===== config.mk =====
export PLATFORM = sky130hd
export DESIGN_NAME = uart_tx
export DESIGN_NICKNAME = d
export VERILOG_FILES = /design/src/logic/uart_tx.sv
export VERILOG_INCLUDE_DIRS = /design/src /design/src/include
export SDC_FILE = /design/constraint.sdc
export NUM_CORES = 1
export LEC_CHECK = 0
export BUFFER_PORTS_ARGS = -buffer_cell sky130_fd_sc_hd__buf_2
export CAP_MARGIN = 20
export CORE_MARGIN = 4
export CORE_UTILIZATION = 56
export DETAILED_ROUTE_END_ITERATION = 7
export MAX_ROUTING_LAYER = met4
export PLACE_DENSITY = 0.84
export SKIP_LAST_GASP = 1
export SYNTH_ARGS = -nofsm -noshare
export SYNTH_HDL_FRONTEND = slang
export SYNTH_SLANG_ARGS = --single-unit

===== constraint.sdc =====
create_clock -name clk -period 4.4 [get_ports clk]
set_input_delay 0.22 -clock clk [delete_from_list [all_inputs] [get_ports clk]]
set_output_delay 0.22 -clock clk [all_outputs]
set_load 0.03 [all_outputs]

===== src/include/ramio_macros.svh =====
// ramio board constants
// address map of the hub and serial line timing

`ifndef RAMIO_MACROS_SVH
`define RAMIO_MACROS_SVH

// 4 KiB on-chip RAM, byte addressed from zero
`define RAM_ADDR_BITS 12

// memory mapped devices at the top of the address space
`define UART_ADDR 32'hFFFF_FFF8
`define LED_ADDR 32'hFFFF_FFFC

// serial timing, 8 clocks per bit
`define CLK_HZ 30_000_000
`define BAUD_RATE 3_750_000
`define CLOCKS_PER_BIT (`CLK_HZ / `BAUD_RATE)

`endif


===== src/logic/uart_tx.sv =====
// serial transmitter, 8N1
// start bit, eight data bits LSB first, one stop bit, idle high

`include "ramio_macros.svh"

module uart_tx (
  input  logic       clk,
  input  logic       reset,
  input  logic       start,   // one-cycle pulse, ignored while active
  input  logic [7:0] data,
  output logic       tx,      // serial line
  output logic       active   // frame in progress
);

  localparam int clks_per_bit = `CLOCKS_PER_BIT;
  localparam int cnt_w = (clks_per_bit > 1) ? $clog2(clks_per_bit) : 1;

  logic [cnt_w-1:0] clk_cnt;  // clocks into the current bit
  logic [3:0]       bit_cnt;  // 0 start, 1..8 data, 9 stop
  logic [8:0]       shift_q;  // data bits then stop bit
  logic             bit_end;

  assign bit_end = (clk_cnt == cnt_w'(clks_per_bit - 1));

  // ----------------------------------------------------------
  // bit timing and line
  // ----------------------------------------------------------

  always_ff @(posedge clk) begin
    if (reset) begin
      tx      <= 1'b1;  // idle high
      active  <= 1'b0;
      clk_cnt <= '0;
      bit_cnt <= 4'd0;
    end else if (!active) begin
      if (start) begin
        tx      <= 1'b0;  // start bit
        active  <= 1'b1;
        clk_cnt <= '0;
        bit_cnt <= 4'd0;
      end
    end else if (bit_end) begin
      clk_cnt <= '0;
      if (bit_cnt == 4'd9) begin
        tx     <= 1'b1;  // stop bit over
        active <= 1'b0;
      end else begin
        tx      <= shift_q[0];  // next bit out
        bit_cnt <= bit_cnt + 4'd1;
      end
    end else begin
      clk_cnt <= clk_cnt + 1'b1;
    end
  end

  // ----------------------------------------------------------
  // shift register
  // ----------------------------------------------------------

  always_ff @(posedge clk) begin
    if (start && !active) begin
      shift_q <= {1'b1, data};  // stop bit behind the data
    end else if (active && bit_end) begin
      shift_q <= {1'b1, shift_q[8:1]};
    end
  end

endmodule


Yosys cells after proc, flatten, opt, wreduce, memory -nomap -nowiden. Index checks and enable logic that the tools add are counted.

Register bits: 17. Output and inout bits: 2. Logic and storage cells: 35. Memories: 0. RAM bits: 0. ROM bits: 0. Input port bits: 11. Bits in latches: 0.

Eq/ne operators: 4. Bitwise operators: 0. Div/mod/pow operators: 0. Magnitude comparators: 0. Shifts and indexed selects: 0. Reduce and logical (&&, ||, !) cells: 7. Multipliers: 0. Muxes and demuxes: 17. Add/sub/neg operators: 2.

Operators with widths (number): 4-bit two-way mux (4); 8-bit two-way mux (2); 3-bit two-way mux (3); 1-bit two-way mux (8); 4-bit by 1-bit adder with 4-bit output, second input constant (1); 4-bit == test, second input constant (1); 2-bit nonzero test (2); 3-bit by 1-bit adder with 3-bit output, second input constant (1); 3-bit == test, second input constant (1); 3-bit AND reduction (1); 1-bit logical AND (2); 2-bit by 1-bit != test with 1-bit output, second input constant (1); 2-bit != test, second input constant (1); 2-bit AND reduction (1); 1-bit zero test (1).

Depth between registers and ports, before layout.
Depth after elaboration: 4. Mapped depth: 6. Mapped depth without buffers: 5.

Worst setup path before layout. OpenSTA, ideal clock, no wires.

Path kind: reg-to-reg. Start: register active. End: register shift_q[0] (enable). Clock period less this slack: 1.505 ns. Buffers on the path: 1. Required time: 4.098 ns. Slack: 2.895 ns. Arrival: 1.204 ns. Library setup time: 0.302 ns. Stages on the path, launching flop included: 4. Cell sequence: dfxtp_1 nand2b_1 clkbuf_1 nand2_1.

Word-level cells in the longest chain between the ends: 3. Elaborated cells on any way between the ends: 4. Those cells by class: 4 x reduce/logical.

Ends and longest elaborated chain: from (decl) (line uart_tx.sv:12) `output logic active`; from (signal assigned) (line uart_tx.sv:32) `active <= 1'b0;`; from (signal assigned) (line uart_tx.sv:38) `active <= 1'b1;`; from (signal assigned) (line uart_tx.sv:46) `active <= 1'b0;`; 1-bit zero test (line uart_tx.sv:61) `if (start && !active) begin`; 1-bit logical AND (line uart_tx.sv:61); 2-bit nonzero test (no line) (*); to (signal assigned) (line uart_tx.sv:62) `shift_q <= {1'b1, data};`; to (signal assigned) (line uart_tx.sv:64) `shift_q <= {1'b1, shift_q[8:1]};`; to (decl) (line uart_tx.sv:20) `logic [8:0] shift_q;`.

Every way passes the cells marked *; elsewhere a longest branch is shown, timed or not. A chain may end at the register's enable or synchronous reset.

Final worst setup path.
Start: register active. End: register shift_q[7] (enable).

The elaborated chain is that of the path after synthesis.

==> impl_metrics.yaml <==
status:
  status: "finished, final reports clean"
final_layout:
  final_design_area_no_fill_um2: 865.8
  n_fill_cell: 109
  final_nets: 110
  insertedDiodeCount: 0
  area_growth_pct: 9.841
  drive_above_1_share_pct: 17.02
detailed_routing:
  vias_per_cell: 5.633
  wirelength_mm: 1.386
  drc: 0
  via_count: 614
  final_antenna_net_count: 0
  wire_per_inst_um: 12.72
  first_pass_iters: 4
  initialDrtViolationCount: 12
clock_network:
  clk_pin_slew_ns: 0.10
  clock_sinks: 17
  post_cts_resized: 0
  cts-root-buf: "clkbuf_4"
  clk_latency_ns: 0.29
  numCtsBuffers: 3
  cts_max_level: 1
  cts_tree: "built"
  clock_path_buffers: 2
  cts_setup_buffers: 0
  ctsHoldBuffers: 0
floorplan:
  die_area_um2: 2072
  start_util_pct: 59.83
  die_x_um: 45.52
  coreArea_um2: 1318
  num_rows: 13
  die_height_um: 45.52
  pin_count: 13
timing:
  slew_violations: 0
  clock_skew_ns: 0.001654
  final-setup-viol-count: 0
  final-hold-violation-count: 0
  max_slew_margin_pct: 63.42
  rsz0062_at_grt: "false"
  min_period_ns: 1.648
  fmax_mhz: 606.8
  worst_slack_ns: 2.752
  fin_setup_tns_ns: 0
  finalCritPeriodShare_pct: 37.46
  tightest_slew_ns: 0.5475
setup_path:
  cp_max_fo: 14
  cp-end-kind: "flop"
  critPathArrivalTime_ns: 1.62
  required_ns: 4.38
  setup.worst_path.start_class: "flop"
  crit_type: "flop to flop"
place:
  place_congestion: 0.7442
  io_buffers: 12
  dp_hpwl_um: 934
  placed_area_um2: 839.6
  dp_worst_setup_slack_ns: 2.774
logic_synthesis:
  netlist_area_um2: 788.3
  ys_ff_latch: 17
  ys_warn_count: 0
  seq_area_frac_synth_pct: 53.33
  avgSynthCellArea_um2: 9.497
  synth_fp_nets: 98
  synthDistinctLibCells: 26
  synth_cells: 83
power_and_ir_drop:
  vdd_drop_max_mv: 0.2219
  power_leakage_uw: 0.0003616
  power_density_nw_per_um2: 334.8
job:
  cap_violations: 0
global_routing:
  gr-usage-all-layers_pct: 16.05
  grt_antenna_before_repair: 0
  grt_max_degree: 15
  overflow: 0
  grt_pass1_vias: 545
  grt_first_pass_wirelength_mm: 2.297
worst_hold_path:
  min_path_type: "input pin to flop"
==> power by group <==
| part | switching [uW] | internal, uW | total, uW |
|---|---|---|---|
| registers | 4.31 | 175 | 179 |
| clock network | 48.7 | 35.3 | 84.0 |
| logic | 16.8 | 10.2 | 27.0 |
==> registers in the layout, indices dropped and copies added (netlist names) <==
register / count
clk_cnt: 3
tx: 1
bit_cnt: 4
active: 1
shift_q: 8
==> logic make-up (layout without fill, tap and decap cells) <==
logic type                 Yosys count  after routing  share of synthesized area (%)
and+or+nand+nor                     44             44                          26.51
DFF                                 17             17                          53.33
AOI/OAI and AO/OA                   12             12                          9.841
buffers and inverters                6             17                          3.967
adders and majority gates            4              4                          6.349
==> cell type report <==
type                            instances  area, um^2  area share, %
Sequential cell                        17       420.4          48.55
Multi-Input combinational cell         60       336.6          38.87
Timing Repair Buffer                   12       60.06          6.936
Clock buffer                            4       26.28          3.035
Tap cell                               15       18.77          2.168
Inverter                                1       3.754         0.4335
==> cell usage after synthesis <==
library cell	number	area share (%)
a21oi_1	4	2.5
a21oi_2	1	1.1
a22oi_1	1	0.95
a311oi_1	1	1.1
a31oi_1	2	1.6
and3b_1	1	1.1
buf_1	1	0.48
buf_2	1	0.63
buf_6	1	1.4
clkbuf_1	2	0.95
dfxtp_1	9	23
edfxtp_1	8	30
ha_1	4	6.3
inv_1	1	0.48
nand2_1	24	11
nand2b_1	2	1.6
nand3_1	3	1.9
nand3b_1	1	0.95
nand4_1	1	0.79
nor2_1	5	2.4
nor2b_1	1	0.79
nor3b_1	1	0.95
o211ai_1	2	1.9
o21ai_0	1	0.63
or3_1	3	2.4
or3b_1	2	2.2
==> worst paths after layout <==
kind	start	endpoint	slack (ns)	cells after the start
worst max register to register	active	shift_q[7]	2.75	2
worst max-delay path	active	shift_q[7]	2.75	2
worst min-delay path	data[3]	shift_q[3]	0.18	3
worst min register to register	tx	tx	0.50	2
==> stage by stage <==
stage | util (%) | power [uW] | hold WS [ns] | std cells
floorplan | - | 200.4 | 0.3944 | 83
global placement | 63.72 | 208.4 | 0.4771 | 105
detailed placement | 63.72 | 209.5 | 0.4822 | 105
CTS | 65.72 | 292.0 | 0.1792 | 109
global route | 65.72 | 302.7 | 0.1864 | 109
finish | 65.72 | 289.8 | 0.1809 | 109
==> routing by layer <==
layer	wire length, um	share of wire [%]	GRT usage, %
met1	678	49	20.70
met2	608	44	23.12
met3	61	4.4	2.372
met4	37	2.7	10.53
met5	0	0	-
==> cell usage in the layout (no fill, tap or decap), types with 3 or more instances in the layout <==
master	Yosys	layout
or3_1	3	3
a21oi_1	4	4
edfxtp_1	8	8
nand3_1	3	3
dfxtp_1	9	9
ha_1	4	4
buf_2	1	12
clkbuf_4	0	3
nand2_1	24	24
nor2_1	5	5
==> critical path, cell delays in order (launching register included) <==
cell	delay, ns
dfxtp_1	0.57
nand2b_1	0.43
nand2_1	0.33
Power figures use the tool's default switching activity.
