File: config.mk
export PLATFORM = sky130hd
export DESIGN_NAME = ramio
export DESIGN_NICKNAME = d
export VERILOG_FILES = /design/src/logic/ramio_pkg.sv /design/src/logic/ramio.sv
export VERILOG_INCLUDE_DIRS = /design/src /design/src/include
export SDC_FILE = /design/constraint.sdc
export NUM_CORES = 1
export LEC_CHECK = 0
export BUFFER_PORTS_ARGS = -buffer_cell sky130_fd_sc_hd__buf_4
export CORE_AREA = 2 2 80 82
export DETAILED_ROUTE_END_ITERATION = 8
export DIE_AREA = 0 0 82 84
export HOLD_SLACK_MARGIN = 0.02
export PLACE_DENSITY = 0.66
export SYNTH_ARGS = -nofsm -noshare
export SYNTH_HDL_FRONTEND = slang
export SYNTH_SLANG_ARGS = --single-unit
File: constraint.sdc
create_clock -name clk -period 1.2 [get_ports clk]
set_clock_uncertainty 0.15 [all_clocks]
set_input_delay 0.12 -clock clk [delete_from_list [all_inputs] [get_ports clk]]
set_output_delay 0.12 -clock clk [all_outputs]
set_load 0.05 [all_outputs]
File: src/include/ramio_macros.svh
// ramio board constants
// address map of the hub and serial line timing

`ifndef RAMIO_MACROS_SVH
`define RAMIO_MACROS_SVH

// 4 KiB on-chip RAM, byte addressed from zero
`define RAM_ADDR_BITS 12

// memory mapped devices at the top of the address space
`define UART_ADDR 32'hFFFF_FFF8
`define LED_ADDR 32'hFFFF_FFFC

// serial timing, 8 clocks per bit
`define CLK_HZ 30_000_000
`define BAUD_RATE 3_750_000
`define CLOCKS_PER_BIT (`CLK_HZ / `BAUD_RATE)

`endif

File: src/logic/ramio_pkg.sv
// ramio shared types
// access sizes of the core port, the hub and the RAM
// load sizes follow the RV32I load funct3 field

package ramio_pkg;

  // ----------------------------------------------------------
  // load sizes
  // ----------------------------------------------------------

  // bit 2 set means zero extension
  typedef enum logic [2:0] {
    read_byte   = 3'd0,  // lb, sign extended
    read_half   = 3'd1,  // lh, sign extended
    read_word   = 3'd2,  // lw
    read_byte_u = 3'd4,  // lbu
    read_half_u = 3'd5   // lhu
  } read_type_t;

  // ----------------------------------------------------------
  // store sizes
  // ----------------------------------------------------------

  // anything but none turns the access into a store
  typedef enum logic [1:0] {
    write_none = 2'd0,  // load
    write_byte = 2'd1,  // sb
    write_half = 2'd2,  // sh
    write_word = 2'd3   // sw
  } write_type_t;

endpackage

File: src/logic/ramio.sv
// ramio memory and I/O hub
// decodes each core access into RAM, serial transmit, LED register or unmapped
// every load answers exactly 2 cycles after its enable

`include "ramio_macros.svh"

module ramio (
  input  logic                         clk,
  input  logic                         reset,
  // core side
  input  logic                         enable,      // one-cycle pulse
  input  ramio_pkg::read_type_t        read_type,
  input  ramio_pkg::write_type_t       write_type,
  input  logic [31:0]                  address,
  input  logic [31:0]                  data_in,
  output logic [31:0]                  data_out,
  output logic                         data_out_ready,
  output logic                         busy,
  // board
  output logic [3:0]                   led,
  // RAM side
  output logic                         ram_read,
  output logic                         ram_write,
  output logic [`RAM_ADDR_BITS-1:0]    ram_address,
  output ramio_pkg::read_type_t        ram_read_type,
  output ramio_pkg::write_type_t       ram_write_type,
  output logic [31:0]                  ram_data,
  input  logic [31:0]                  ram_rdata,
  input  logic                         ram_rvalid,
  // serial transmitter
  output logic                         tx_start,
  output logic [7:0]                   tx_data,
  input  logic                         tx_active
);

  import ramio_pkg::*;

  logic        accept;       // enable that is not dropped
  logic        is_ram;
  logic        is_uart;
  logic        is_led;
  logic        is_store;
  logic [3:0]  led_q;
  logic        nr_valid_q1;  // non-RAM load, stage one
  logic        nr_valid_q2;
  logic [31:0] nr_data_q1;
  logic [31:0] nr_data_q2;

  // ----------------------------------------------------------
  // address decode
  // ----------------------------------------------------------

  assign is_ram   = (address[31:`RAM_ADDR_BITS] == '0);  // below 4 KiB
  assign is_uart  = (address == `UART_ADDR);
  assign is_led   = (address == `LED_ADDR);
  assign is_store = (write_type != write_none);

  // enables during busy are dropped
  assign accept = enable && !busy;

  // ----------------------------------------------------------
  // RAM port
  // ----------------------------------------------------------

  // pulses in the enable cycle, store lands on that edge
  assign ram_read       = accept && is_ram && !is_store;
  assign ram_write      = accept && is_ram && is_store;
  assign ram_address    = address[`RAM_ADDR_BITS-1:0];
  assign ram_read_type  = read_type;
  assign ram_write_type = write_type;
  assign ram_data       = data_in;

  // ----------------------------------------------------------
  // serial transmit and busy
  // ----------------------------------------------------------

  assign tx_start = accept && is_uart && is_store;
  assign tx_data  = data_in[7:0];  // low byte only

  // busy ends in the very cycle the stop bit ends
  assign busy = tx_active;

  // ----------------------------------------------------------
  // LED register
  // ----------------------------------------------------------

  always_ff @(posedge clk) begin
    if (reset) begin
      led_q <= 4'b0000;
    end else if (accept && is_led && is_store) begin
      led_q <= data_in[3:0];
    end
  end

  assign led = led_q;

  // ----------------------------------------------------------
  // non-RAM loads, delayed to RAM latency
  // ----------------------------------------------------------

  always_ff @(posedge clk) begin
    if (reset) begin
      nr_valid_q1 <= 1'b0;
      nr_valid_q2 <= 1'b0;
    end else begin
      nr_valid_q1 <= accept && !is_ram && !is_store;
      nr_valid_q2 <= nr_valid_q1;
    end
  end

  // LED reads zero extended, UART and unmapped read zero
  always_ff @(posedge clk) begin
    nr_data_q1 <= is_led ? {28'b0, led_q} : 32'b0;
    nr_data_q2 <= nr_data_q1;
  end

  // same latency everywhere, so the two sources never collide
  assign data_out       = ram_rvalid ? ram_rdata : nr_data_q2;
  assign data_out_ready = ram_rvalid || nr_valid_q2;

endmodule

# After elaboration in Yosys (flattened, before gate mapping)
# Index checks and enable logic that the tools add are counted.
# classes
muxes,1
reduce_logical,16
eq_ne,2
# ops
operator,n
$eq 32x32->1 const B,2
$mux 32,1
$logic_not 20->1,1
$logic_and 1x1->1,10
$logic_not 1->1,3
$reduce_bool 2->1,1
$logic_or 1x1->1,1
# totals
regBits,70
word_cells,25
output_inout_bits,98
inputBits,106

# Longest topological paths before layout
# depth
ltp_word,4
mapped_depth,4
ltp_nobuf,4

# Worst setup path before layout
# Ideal clock, no wire load.
# synth_timing
path_kind,input to output
from,input address[23]
to,output ram_read
t_required_ns,0.930
arrival_time_ns,1.600
n_path_buf,0
stages,3
path_slack_ns,-0.670
cell_sequence,nor4_1 > nand3_1 > nor3_1
# synth_between
elab_chain_len,3
# synth_lines
element,line,text
"start, declared",ramio.sv:14,"input logic [31:0] address,"
$logic_not 20->1,ramio.sv:53,assign is_ram = (address[31:`RAM_ADDR_BITS] == '0);
$logic_and 1x1->1 (2 in a row),ramio.sv:66,assign ram_read = accept && is_ram && !is_store;
"end, declared",ramio.sv:22,"output logic ram_read,"
# No other way between the ends.

# Final worst setup path
# layout_timing
from,input address[12]
to,output tx_start
# layout_between
elab_chain_len,3
# layout_lines
element,line,text
$eq 32x32->1 (no line),-,
$logic_and 1x1->1 (2 in a row),ramio.sv:77,assign tx_start = accept && is_uart && is_store;
"end, declared",ramio.sv:31,"output logic tx_start,"
# No other way between the ends.

==> run metrics <==
status finished, violations left; violated checks negative setup slack; Critical Path Start Type input pin; row cnt 29; Clk Latency, worst-skew pair 0.24 ns; die area 6890 sq um; Tot GR Track Use 9.39%; Fin Hold WS 0.0743 ns; Synth cell types 21; Reg clk slew, reported paths 0.05 ns; register area share after synthesis 22.0%; post-synthesis register bit count 14; DRC Markers 0; chip width 82 um; CP required 0.93 ns; capture point of the worst reg-to-reg path led[0]$_SDFFE_PP0P_; Fmax 702 MHz; Clock Path Buffers 2; Net Count, Synth 263; worst-path fanout max 3; antenna violations before repair 0; PwrDens 790 nW/um^2; post-route minimum period 1.42 ns; WP buf/inv 3; layout cells sized above 1 66.3%; Finished Layout Cells 326; Worst path slowest cell nor4_2; Final nets 356; Buffers on Ports 137; RSZ-0062 raised after global routing true; ANT cells 0; number of synthesized flops with an enable pin 0; Pleak 1.12 nW; Starting Density 20.9%; Crit Path Class input pin to primary output; fin. max-slew vios 0; critical path data arrival time 1.15 ns; Post-DRT Antenna Nets 0; first drt pass iteration count 2; P&R area growth vs syn 75.6%; first-pass GRT wire length 5.23 mm; vias in the first global route 1188; area share of the largest cell type after synthesis 34.2%; clock root cell clkbuf_8; reg-to-reg startpoint led[0]$_SDFFE_PP0P_; most frequent cell after synthesis buf_4; synth top area cells buf_4 34%, dfxtp_1 22%, and2_1 14%; Max VDD drop 0.000492 V; max-cap violations 0; CP peak stage delay 0.30 ns; H-tree lvl count 1; cts bufs inserted 3; Main synth FF type dfxtp_1; pin count of the biggest net entering global routing 21; Cell Area, Placed 2020 sq um; worst reg2reg path depth 2; vias per cell 3.93; Hold WC Path Type input pin to flop; final hold vios 0; DR WL/cell 11.2 um; wirelength, routed 3.66 mm; min-delay src write_type[0]; FF-to-FF setup slack 0.43 ns; grt ovf 0; pre-CTS setup slack -0.246 ns; Slew @ Worst Pin 0.274 ns; max_slew headroom 81.6%; worst-path cell chain buf_4 > nand4_1 > nor4_2 > buf_4 > and4b_2 > buf_6; CP endpoint kind primary output; routability cong. 0.765; post-synthesis cell area 1270 sq um; synthesized area per cell 8.12 sq um; via count 1282; post-DP HPWL 3.06 mm; Tcrit/Tclk final 119%; Ports 204; Top delay family on crit path simple AND/OR/NAND/NOR gates; Hold EP nr_valid_q1$_SDFF_PP0_; core outline area 6100 sq um; Worst Slack Setup Final -0.224 ns; Cells after DPL 317; TritonCTS clock tree yes; Syn Inst Count 157; Worst path most repeated cell buf_4; yosys warns 0; WHS Path Cells 4; Die Ht 84 um; Finished Cell Area 2240 sq um; overall power 1.77 mW; ys async rst share 0%; Post-synth top cells 58 x buf_4, 29 x and2_1, 14 x dfxtp_1, 8 x nand2b_1; Synth area leader buf_4; Initial DRC Count 21; Clock Sinks 14; Final Setup Violations 7
where the power goes:
part	total (mW)	internal, mW	switching [mW]
registers	0.466	0.466	0.000169
clock network	0.444	0.290	0.154
logic	0.858	0.361	0.497
state kept, by name, indices dropped and copies added, names as in the netlist:
register     count
led              4
nr_data_q2       4
nr_data_q1       4
nr_valid_q1      1
nr_valid_q2      1
worst register-to-register path, stage by stage (launching register included):
cell      delay [ns]
dfxtp_1         0.36
nand2b_1        0.06
mux2i_1         0.13
layout by cell type, fill, tap and decap left out:
cell type,instances
buf_4,130
and2_1,28
dfxtp_1,14
buf_6,12
nand2b_1,8
nand4_1,6
nor2_1,5
dlygate4sd3_1,5
mux2_2,4
mux2i_1,4
inv_1,4
clkbuf_8,4
nor4_4,3
nor4_2,3
nor2b_1,3
nand2_1,2
nand3_1,2
buf_8,2
nand3_2,1
nor4_1,1
nor2_2,1
and2_4,1
nand4bb_1,1
and4b_2,1
or2_4,1
nor3_4,1
nand4_2,1
nor3_1,1
metal layers:
layer,track usage [%],routed length (um),vias to the layer above
li1,-,-,638
met1,8.95,1150,565
met2,18.6,2020,63
met3,2.16,404,16
met4,3.48,82,0
met5,0,0,-
what timing repair did:
| action | 4_1_cts | 5_1_grt |
|---|---|---|
| endpoints found under the hold margin | 6 | 0 |
| resized for setup | 23 | 2 |
| buffers inserted | 0 | 0 |
| hold buffers | 5 | 0 |
| pin swaps | 2 | 1 |
| endpoints found under the setup margin | 8 | 12 |
logic make-up (layout without fill, tap and decap cells):
logic type,after synthesis,after routing,synth area share [%]
buffers and inverters,65,157,36.2
flip-flops,14,14,22.0
multiplexers,8,8,6.67
AND/OR/NAND/NOR,70,70,35.1
worst max-delay path by stage:
stage	start	to	depth (start not counted)
final	address[12]	tx_start	6
after CTS	address[3]	tx_start	6
after floorplan	address[3]	tx_start	3
after detailed placement	address[15]	ram_write	6
after global placement	address[19]	ram_write	6
after global routing	address[3]	tx_start	6
final cells by class:
type                    count  area [sq um]
well taps                  77          96.3
clock buffers               4          55.1
inverters                   4          15.0
flip-flops and latches     14           280
fillers                   630          3860
multi-input cells          78           601
repair buffers            149          1190
stage by stage:
stage               utilization [%]  TNS [ns]
finish                         36.7    -0.610
global route                   36.7     -1.21
CTS                            36.5    -0.670
detailed placement             33.1     -1.80
global placement               33.1     -1.89
floorplan                         -    -0.160
No activity file was read; power rests on OpenSTA's default activity.
